`src/common/graph_pkg.sv`:
```
package graph_pkg;

	////////////////////////////////////////////////////////////
	// Sizing
	////////////////////////////////////////////////////////////

	// Vertex compute units built into the array
	localparam int NUM_CU  = 4;
	localparam int CU_ID_W = 2;

	localparam int VERTEX_W   = 16;
	localparam int EDGE_W     = 16;
	localparam int EDGE_CNT_W = 8;
	localparam int VDONE_W    = 16;

	// Queue depths
	localparam int JOB_DEPTH   = 8;
	localparam int CMD_DEPTH   = 4;
	localparam int BURST_DEPTH = 8;

	////////////////////////////////////////////////////////////
	// Payload types
	////////////////////////////////////////////////////////////

	// One vertex and the range of its edges in the edge array
	typedef struct packed {
		logic [VERTEX_W-1:0]   vertex_id;
		logic [EDGE_W-1:0]     edge_start;
		logic [EDGE_CNT_W-1:0] edge_count;
	} vertex_job_t;

	// Edge read request, tagged with the unit that issued it
	typedef struct packed {
		logic [CU_ID_W-1:0]  cu_id;
		logic [VERTEX_W-1:0] vertex_id;
		logic [EDGE_W-1:0]   edge_index;
	} read_cmd_t;

endpackage

```
`src/control/vertex_cu.sv`:
```
`timescale 1ns/1ps

module vertex_cu #(
	parameter int CU_ID = 0
) (
	input  logic                              clock,
	input  logic                              rstn,
	input  logic                              enabled,
	input  logic                              job_valid,
	output logic                              job_ready,
	input  graph_pkg::vertex_job_t            job,
	output logic                              cmd_valid,
	input  logic                              cmd_ready,
	output graph_pkg::read_cmd_t              cmd,
	output logic [graph_pkg::VDONE_W-1:0]     vertex_count,
	output logic [graph_pkg::EDGE_W-1:0]      edge_count_total
);

	graph_pkg::vertex_job_t              cur_job;
	logic                                busy;
	logic [graph_pkg::EDGE_CNT_W-1:0]    edge_offset;
	logic                                last_done;

	assign job_ready = enabled && !busy;

	// All edges of the job have been issued
	assign last_done = (edge_offset == cur_job.edge_count);

	////////////////////////////////////////////////////////////
	// Command generation
	////////////////////////////////////////////////////////////

	assign cmd_valid      = busy && !last_done;
	assign cmd.cu_id      = graph_pkg::CU_ID_W'(CU_ID);
	assign cmd.vertex_id  = cur_job.vertex_id;
	assign cmd.edge_index = cur_job.edge_start + graph_pkg::EDGE_W'(edge_offset);

	always_ff @(posedge clock) begin
		if (job_valid && job_ready) begin
			cur_job <= job;
		end
	end

	always_ff @(posedge clock or negedge rstn) begin
		if (!rstn) begin
			busy             <= 1'b0;
			edge_offset      <= '0;
			vertex_count     <= '0;
			edge_count_total <= '0;
		end else begin
			if (job_valid && job_ready) begin
				busy        <= 1'b1;
				edge_offset <= '0;
			end else if (busy) begin
				if (last_done) begin
					// Job retires one edge after its final command
					busy             <= 1'b0;
					vertex_count     <= vertex_count + 1'b1;
					edge_count_total <= edge_count_total +
						graph_pkg::EDGE_W'(cur_job.edge_count);
				end else if (cmd_ready) begin
					edge_offset <= edge_offset + 1'b1;
				end
			end
		end
	end

endmodule

```
`config.mk`:
```
export PLATFORM = sky130hd
export DESIGN_NAME = vertex_cu
export DESIGN_NICKNAME = d
export VERILOG_FILES = /design/src/common/graph_pkg.sv /design/src/control/vertex_cu.sv
export SDC_FILE = /design/constraint.sdc
export NUM_CORES = 1
export LEC_CHECK = 0
export BUFFER_PORTS_ARGS = -buffer_cell sky130_fd_sc_hd__buf_2
export CAP_MARGIN = 20
export CORE_ASPECT_RATIO = 2
export CORE_UTILIZATION = 55
export DETAILED_ROUTE_END_ITERATION = 8
export PLACE_DENSITY = 0.86
export SYNTH_ARGS = -nofsm -noshare
export SYNTH_HDL_FRONTEND = slang
export SYNTH_SLANG_ARGS = --single-unit
```
`constraint.sdc`:
```
create_clock -name clock -period 6.8 [get_ports clock]
set_clock_uncertainty 0.05 [all_clocks]
set_input_delay 0.68 -clock clock [delete_from_list [all_inputs] [get_ports clock]]
set_output_delay 0.68 -clock clock [all_outputs]
set_load 0.01 [all_outputs]
```
# Word-level counts from Yosys, hierarchy flattened
# Index checks and enable logic that the tools add are counted.
[totals] mem_count=0 latchBits=0 romBits=0 ramBits=0 input_bits=45 elab_cells=30 output_inout_bits=68 reg_bits=81
[op_classes] mux=7 order_cmp=0 div_mod_pow=0 n_eq_ne=2 n_mul=0 shifts=0 addsub=4 bitwise_logic=1 n_reduce_logical=9
[op_table] op="16-bit by 8-bit adder with 16-bit output" count=2
[op_table] op="8-bit two-way mux" count=4
[op_table] op="16-bit by 1-bit adder with 16-bit output (second input constant)" count=1
[op_table] op="8-bit by 1-bit adder with 8-bit output (second input constant)" count=1
[op_table] op="8-bit equality test" count=1
[op_table] op="3-bit AND reduction" count=2
[op_table] op="2-bit nonzero test" count=2
[op_table] op="1-bit logical AND" count=3
[op_table] op="1-bit two-way mux" count=3
[op_table] op="1-bit zero test" count=2
[op_table] op="2-bit by 1-bit != test with 1-bit output (second input constant)" count=1
[op_table] op="1-bit inverter" count=1

# Logic depth before layout (Yosys ltp)
# Gate-level depths: netlist of the first run.
[logic_depth] word_depth=5 ltp_mapped=7 mapped_depth_nobuf=7

# Worst setup path before layout of the first run
# OpenSTA, ideal clock, no wires.
[synth_path] path_kind="register to output" startpoint="reg edge_offset[0] (netlist name)" endpoint="out cmd[10] (netlist name)" arrival_time_ns=1.982 path_slack_ns=4.088 path_buffers=0 stages_incl_launch_ff=8 t_required_ns=6.070 path_cell_list="dfrtp_1 -> ha_1 -> fa_1 -> a21oi_1 -> o21ai_0 -> o221ai_1 -> nor2_1 -> xor2_1"
[synth_lines] element="from (decl)" line="vertex_cu.sv:21" source="logic [graph_pkg::EDGE_CNT_W-1:0] edge_offset;"
[synth_lines] element="from (signal assigned)" line="vertex_cu.sv:62" source="edge_offset <= edge_offset + 1'b1;"
[synth_lines] element="to (decl)" line="vertex_cu.sv:14" source="output graph_pkg::read_cmd_t cmd,"

==> results of run 1 <==
-- worst paths after layout --
check / from / endpoint / slack [ps] / cells after the start
setup / recovery: edge_offset[0] / cmd[10] / 3380 / 8
setup reg to reg: edge_offset[3] / edge_count_total[15] / 4400 / 5
hold reg to reg: vertex_count[15] / vertex_count[15] / 430 / 1
hold / removal: rstn / edge_count_total[9] / 430 / 1
min in group clock: vertex_count[15] / vertex_count[15] / 430 / 1
max in group asynchronous: rstn / edge_count_total[0] / 5700 / 1
-- cells in the mapped netlist, types with 2 or more instances --
cell      instances
dfrtp_1          41
edfxtp_1         40
xor2_1           36
nand2_1          32
buf_4            18
ha_1             18
nor2_1           18
xnor2_1          15
o21ai_0          14
nor3_1           10
a21oi_1           8
nor4_1            8
and3_1            7
nand3_1           7
mux2i_1           6
inv_1             5
o21a_1            5
mux2_2            4
nand4_1           4
nor4_4            4
a21o_1            3
nand2b_1          3
a211oi_1          2
a31oi_1           2
and4_1            2
buf_2             2
fa_1              2
nor2b_1           2
nor3b_1           2
nor4b_1           2
o211ai_1          2
-- final cells by class --
type                       instances  area share
multi-input combinational        231       0.344
inverter                           5     0.00381
sequential                        81       0.452
clock inverter                     5      0.0165
timing repair buffer             111       0.113
clock buffer                      11      0.0472
tap                               92      0.0234
-- flip-flops by register name (all words and copies together) (netlist names) --
register	cells
busy	1
cmd	16
cur_job	24
edge_count_total	16
edge_offset	8
vertex_count	16
-- power groups by stage --
| stage | combinational (mW) | clock [mW] | sequential, mW |
|---|---|---|---|
| floorplan | 0.311 | 0 | 0.631 |
| global placement | 0.441 | 0 | 0.628 |
| detailed placement | 0.455 | 0 | 0.633 |
| CTS | 0.459 | 0.512 | 0.624 |
| global route | 0.510 | 0.530 | 0.632 |
| finish | 0.456 | 0.502 | 0.625 |
-- metrics by stage --
stage / util / instances / instance area, um2
2_1_floorplan: - / 338 / 4100
3_3_place_gp: 0.640 / 520 / 4610
3_5_place_dp: 0.640 / 520 / 4610
4_1_cts: 0.683 / 536 / 4930
5_1_grt: 0.683 / 536 / 4930
6_report: 0.683 / 536 / 4930
-- layer usage --
layer | GRT usage | vias up
met1 | 0.225 | 1413
met5 | 0 | -
met4 | 0.116 | 0
met2 | 0.442 | 83
li1 | - | 1392
met3 | 0.0440 | 15
-- kinds of logic (layout without fill, tap and decap cells) --
group,after synthesis,after routing,share of synthesized area
adders and majority gates,20,20,0.0648
DFF,81,81,0.544
muxes,10,10,0.0257
buffers and inverters,26,132,0.0428
AOI/OAI and AO/OA,41,41,0.0624
xor gates and xnor gates,51,51,0.109
other,1,2,0.000916
and+or+nand+nor,107,107,0.150
==> run summary, run 1 <==
die area: 7810 um2
top sig layer: met4
average wire per standard cell: 16.1 um
worst setup margin: 3380 ps
Crit path required time: 6070 ps
final hold violation count: 0
vias in the first global route: 2,960
Fin Hold WS: 427 ps
Synth Register Bits: 81
All-Layer GR Usage: 0.229
Mapped Area: 4090 um2
routed wl met3: 304 um
I/O Buffers: 110
Setup crit end kind: primary output
cell taking the most area after synthesis: edfxtp_1
Mapped Avg Cell Area: 12.1 um2
Die W: 63.0 um
synth unique cells: 44
# Max-Cap Violations: 0
Seq/Total Area, Yosys: 0.544
worst hold path type: input pin to asynchronous set/reset pin
gate count after technology mapping: 337
H-tree levels: 3
vias post-DR: 2,903
setup repair after global routing missed its margin: false
outcome: finished, final reports clean
Startpoint Class: register
Core Area: 7210 um2
CTS sink cnt: 81
Die Span Y: 124 um
yosys warns: 0
worst-path cell chain: ha_1 -> fa_1 -> a21oi_1 -> o21ai_0 -> o221ai_1 -> nor2_1 -> xor2_1 -> buf_2
most frequent cells in the layout: 110 x buf_2, 41 x dfrtp_1, 40 x edfxtp_1, 36 x xor2_1, 32 x nand2_1
Least-Margin Pin Slew: 912 ps
Tot Pwr: 1.58 mW
I/O pins: 113
synth top area cells: edfxtp_1 29%, dfrtp_1 25%, xor2_1 7.7%, ha_1 5.5%, buf_4 3.3%
Pleak: 2.40 nW
asr flop ratio synth: 0.506
1st-pass router iterations: 4
final worst path period share: 0.503
slew margin rel.: 0.392
CP top delay family: compound AO/OA/AOI/OAI gates
CTS tree: done
switch share: 0.315
Worst Path Max Fanout: 7
Max Freq: 0.292 GHz
Metal-1 WL: 3110 um
area delta synth->final: 20.4%
Slew Viols, Final: 0
Detailed Route WL: 8650 um
slowest CP cell: dfrtp_1
Worst Path Buf+Inv: 1
Antenna Cells: 0
post-layout net count: 504
count of flip-flops with a built-in enable after synthesis: 40
hold-fix buffers at CTS: 0
routed wl met2: 5030 um
Vias/cell: 5.42
Final GP Congestion: 0.765
largest net degree at the start of global routing: 42
setup violators final: 0
power per cell area: 321 nW/um2
antenna viol nets, final: 0
Critical Path AT: 2690 ps
Worst-Skew Late Latency: 330 ps
initial core utilization: 0.567
Longest Clk Path Bufs: 2
crit path time final: 3420 ps
initial antenna violation count: 0
ys flop type: dfrtp_1
fill cell count: 531
Setup CP Type: register to primary output
Num CTS Buffers: 9
DRT iter0 DRCs: 110
footprint of the multi-input gates: 1690 um2
Crit path largest cell delay: 460 ps
Reg clk slew, reported paths: 60 ps
Clock Power Share: 0.317
sequential power share: 0.395
Rows: 44
combinational power share: 0.288
CTS Root Cell: clkbuf_16
share of the synthesized area in the top cell type: 0.293
Residual DRC: 0
CTS resizes: 0
Setup Buffers After CTS: 0
total gr overflow: 0
Net Sw Power: 499 uW
maximum VDD drop: 0.173 mV
first-pass GRT wire length: 13,400 um
worst setup slack after placement: 3720 ps
share of cells above drive strength 1: 0.311
FF+latch area: 2230 um2
setup_tns: 0 ps
Int Power: 1.08 mW
post-DP HPWL: 6440 um
commonest non-fill, non-tap cell in the layout: buf_2
(Power assumes the default switching activity.)
==> run 2: changes to the inputs <==
CORE_UTILIZATION = 53   (was 55)
PLACE_DENSITY = 0.84   (was 0.86)
clock period = 3.55 ns   (was 6.8 ns; I/O delays follow)
==> run 2 against run 1 <==
  * Largest power group unchanged
  * Critical path type unchanged
  * Sequential share of layout area up 0.14 points
  * Largest cell class unchanged
  * Global-route usage down 0.62 points
  * Core utilization down 3.2 points
  * Combinational power up 93%
  * First-iteration DRC count down 15%
==> run summary, run 2 (synthesis results as in run 1) <==
outcome: finished, final reports clean
Slew Viols, Final: 0
CTS resizes: 0
max reg flops: 24
post-layout net count: 504
Most flops, register: cur_job
Clock Power Share: 0.304
sequential power share: 0.401
commonest non-fill, non-tap cell in the layout: buf_2
reg2reg end: edge_count_total[15]
worst flop-to-flop path startpoint: edge_offset[3]
Core Area: 7540 um2
average wire per standard cell: 15.9 um
H-tree levels: 3
I/O pins: 113
# Max-Cap Violations: 0
Setup crit end kind: primary output
worst setup path end: cmd[10]
crit path time final: 3170 ps
Die Span Y: 126 um
share of cells above drive strength 1: 0.313
Setup CP Type: register to primary output
Longest Clk Path Bufs: 2
Startpoint Class: register
antenna viol nets, final: 0
CP top delay family: compound AO/OA/AOI/OAI gates
Vias/cell: 5.40
combinational power share: 0.295
All-Layer GR Usage: 0.222
Max Freq: 0.315 GHz
Antenna Cells: 0
Detailed Route WL: 8560 um
Residual DRC: 0
worst r2r path cells: 5
initial core utilization: 0.542
CTS Root Cell: clkbuf_16
maximum VDD drop: 0.301 mV
setup_tns: 0 ps
slowest CP cell: o221ai_1
CTS sink cnt: 81
Final GP Congestion: 0.778
vias in the first global route: 2,913
Rows: 45
critical path depth: 8
Int Power: 2.02 mW
setup repair after global routing missed its margin: false
Num CTS Buffers: 9
Critical Path AT: 2770 ps
Setup Buffers After CTS: 0
Pleak: 2.39 nW
Placed Cells incl. Taps: 522
initial antenna violation count: 0
I/O Buffers: 110
Reg clk slew, reported paths: 60 ps
Finished Layout Cells: 538
largest net degree at the start of global routing: 42
worst-path cell chain: ha_1 -> fa_1 -> a21oi_1 -> o21ai_0 -> o221ai_1 -> nor2_1 -> xor2_1 -> buf_2
final hold violation count: 0
CTS tree: done
hold-fix buffers at CTS: 0
area delta synth->final: 20.0%
worst setup path start: edge_offset[0]
setup violators final: 0
total gr overflow: 0
Least-Margin Pin Slew: 921 ps
1st-pass router iterations: 6
worst hold path type: input pin to asynchronous set/reset pin
Worst-Skew Late Latency: 330 ps
Net Sw Power: 968 uW
most frequent cells in the layout: 110 x buf_2, 41 x dfrtp_1, 40 x edfxtp_1, 36 x xor2_1, 32 x nand2_1
Crit path largest cell delay: 480 ps
Worst Path Buf+Inv: 1
final worst path period share: 0.894
slew margin rel.: 0.386
Crit path required time: 3140 ps
switch share: 0.324
reg2reg setup slack: 1130 ps
post-DP HPWL: 6340 um
Worst Path Max Fanout: 7
power per cell area: 608 nW/um2
vias post-DR: 2,903
die area: 8100 um2
first-pass GRT wire length: 13,400 um
DRT iter0 DRCs: 94
Die W: 64.1 um
run 2: per-stage QoR:
stage	area, um2	setup slack, ps	utilization	hold WS (ps)	power [mW]
2_1_floorplan	4100	1160	-	9.41	1.81
3_3_place_gp	4620	830	0.612	405	2.05
3_5_place_dp	4620	739	0.612	405	2.09
4_1_cts	4910	360	0.651	141	3.01
5_1_grt	4910	236	0.651	134	3.16
6_report	4910	377	0.651	113	2.99
run 2: area by class of cell:
class,instances,area [um2]
Clock buffer,11,243
Inverter,5,18.8
Clock inverter,5,53.8
Timing Repair Buffer,111,558
Fill cell,616,2630
Tap cell,94,118
Multi-Input combinational cell,231,1690
Sequential cell,81,2230
run 2: power by group through the flow:
stage               combinational, mW  clock (mW)  sequential [mW]
CTS                             0.887       0.927             1.20
finish                          0.881       0.910             1.20
global placement                0.846           0             1.20
global route                    0.979       0.964             1.21
floorplan                       0.596           0             1.21
detailed placement              0.877           0             1.21
run 2: how the worst min path moves through the flow:
stage / startpoint / end / slack [ps] / cells after the start
6_report: rstn / edge_count_total[9] / 110 / 1
3_5_place_dp: edge_count_total[15] / edge_count_total[15] / 400 / 1
5_1_grt: job[34] / cmd[26] / 130 / 1
2_1_floorplan: rstn / busy / 9 / 0
3_3_place_gp: edge_count_total[15] / edge_count_total[15] / 410 / 1
4_1_cts: job[34] / cmd[26] / 140 / 1
run 2: layer usage:
metal | track usage | share of wire | vias to the layer above
met3 | 0.0444 | 0.039 | 15
met1 | 0.224 | 0.36 | 1401
li1 | - | - | 1395
met2 | 0.420 | 0.58 | 92
met5 | 0 | 0 | -
met4 | 0.108 | 0.025 | 0
==> run 3: changes to the inputs <==
MAX_ROUTING_LAYER = met4   (was not set)
==> run 3 against run 2 <==
  * Core utilization stayed put
  * Worst setup slack worse by 8.0 ps
  * Global-route usage is 0.66 points higher
  * Combinational power hardly changed
  * Count of clock-buffer cells in the layout stayed put
  * Highest routed layer unchanged
  * Register-to-register slack hardly changed
  * Worst hold slack better by 3.9 ps
  * Final cell count stayed put
  * Sequential share of layout area stayed put
  * Routed wire length is 0.62% higher
==> run summary, run 3 (synthesis results as in run 1) <==
outcome: finished, final reports clean
initial antenna violation count: 0
FF+latch area: 2230 um2
initial core utilization: 0.542
Setup CP Type: register to primary output
Worst Path Max Fanout: 7
Rows: 45
worst setup margin: 369 ps
# Max-Cap Violations: 0
Slew Viols, Final: 0
post-layout net count: 504
Worst-Skew Late Latency: 330 ps
Critical Path AT: 2780 ps
maximum VDD drop: 0.304 mV
Residual DRC: 0
share of cells above drive strength 1: 0.313
Most flops, register: cur_job
critical path depth: 8
worst setup path end: cmd[10]
I/O Buffers: 110
Detailed Route WL: 8620 um
fin area: 4910 um2
hold-fix buffers at CTS: 0
total gr overflow: 0
CTS Root Cell: clkbuf_16
setup repair after global routing missed its margin: false
footprint of the multi-input gates: 1690 um2
worst setup slack after placement: 739 ps
Vias/cell: 5.39
reg2reg setup slack: 1120 ps
Reg clk slew, reported paths: 60 ps
largest net degree at the start of global routing: 42
vias post-DR: 2,901
slowest CP cell: o221ai_1
setup_tns: 0 ps
final worst path period share: 0.896
CTS resizes: 0
worst flop-to-flop path startpoint: edge_offset[3]
vias in the first global route: 2,918
Pleak: 2.39 nW
Setup crit end kind: primary output
reg2reg end: edge_count_total[15]
Crit path largest cell delay: 480 ps
slew margin rel.: 0.378
final hold violation count: 0
Fin Hold WS: 117 ps
max reg flops: 24
post-DP HPWL: 6340 um
Antenna Cells: 0
1st-pass router iterations: 6
Longest Clk Path Bufs: 2
DRT iter0 DRCs: 86
CTS tree: done
I/O pins: 113
power per cell area: 609 nW/um2
worst r2r path cells: 5
first-pass GRT wire length: 13,400 um
All-Layer GR Usage: 0.229
worst setup path start: edge_offset[0]
Max Freq: 0.314 GHz
crit path time final: 3180 ps
Worst Path Buf+Inv: 1
Die W: 64.1 um
Die Span Y: 126 um
setup violators final: 0
commonest non-fill, non-tap cell in the layout: buf_2
Tot Pwr: 2.99 mW
die area: 8100 um2
Crit path required time: 3140 ps
Startpoint Class: register
Setup Buffers After CTS: 0
CTS sink cnt: 81
most frequent cells in the layout: 110 x buf_2, 41 x dfrtp_1, 40 x edfxtp_1, 36 x xor2_1, 32 x nand2_1
H-tree levels: 3
area delta synth->final: 20.0%
worst-path cell chain: ha_1 -> fa_1 -> a21oi_1 -> o21ai_0 -> o221ai_1 -> nor2_1 -> xor2_1 -> buf_2
average wire per standard cell: 16.0 um
Least-Margin Pin Slew: 934 ps
Num CTS Buffers: 9
fill cell count: 616
Final GP Congestion: 0.788
CP top delay family: compound AO/OA/AOI/OAI gates
worst hold path type: input pin to asynchronous set/reset pin
antenna viol nets, final: 0
Post-Place Cell Area: 4620 um2
Core Area: 7540 um2
run 3: cell counts in the layout (fill, tap and decap cells not counted):
Identical to the previous run, type by type.
run 3: worst register-to-register path, stage by stage (launching register included):
cell and delay, ps:
dfrtp_1 460, xor2_1 220, nor4_4 420, nand3_4 450
nor4b_1 570, xor2_1 190
run 3: power breakdown:
group,switching (mW),internal (mW),total (mW)
Sequential,0.114,1.08,1.20
Combinational,0.505,0.374,0.879
Clock,0.353,0.562,0.914
run 3: metal layers:
layer / part of all wire / track usage / wire length, um
met2: 0.57 / 0.420 / 4940
met4: 0.025 / 0.108 / 215
met1: 0.36 / 0.227 / 3130
met3: 0.038 / 0.0399 / 329
met5: 0 / - / 0
run 3: worst min-delay path by stage:
| stage | from | end | slack [ps] | cells past startpoint |
|---|---|---|---|---|
| 2_1_floorplan | rstn | busy | 9 | 0 |
| 3_3_place_gp | edge_count_total[15] | edge_count_total[15] | 410 | 1 |
| 3_5_place_dp | edge_count_total[15] | edge_count_total[15] | 400 | 1 |
| 4_1_cts | job[34] | cmd[26] | 140 | 1 |
| 5_1_grt | job[34] | cmd[26] | 130 | 1 |
| 6_report | rstn | edge_count_total[11] | 120 | 1 |
run 3: final cells by class:
type / instances / area share
Tap cell: 94 / 0.0239
Sequential cell: 81 / 0.453
Clock inverter: 5 / 0.0110
Clock buffer: 11 / 0.0494
Multi-Input combinational cell: 231 / 0.345
Timing Repair Buffer: 111 / 0.114
Inverter: 5 / 0.00382
run 3: per-stage QoR:
| step | std cells | util |
|---|---|---|
| after floorplan | 338 | - |
| after global placement | 522 | 0.612 |
| after detailed placement | 522 | 0.612 |
| after CTS | 538 | 0.651 |
| after global routing | 538 | 0.651 |
| final | 538 | 0.651 |
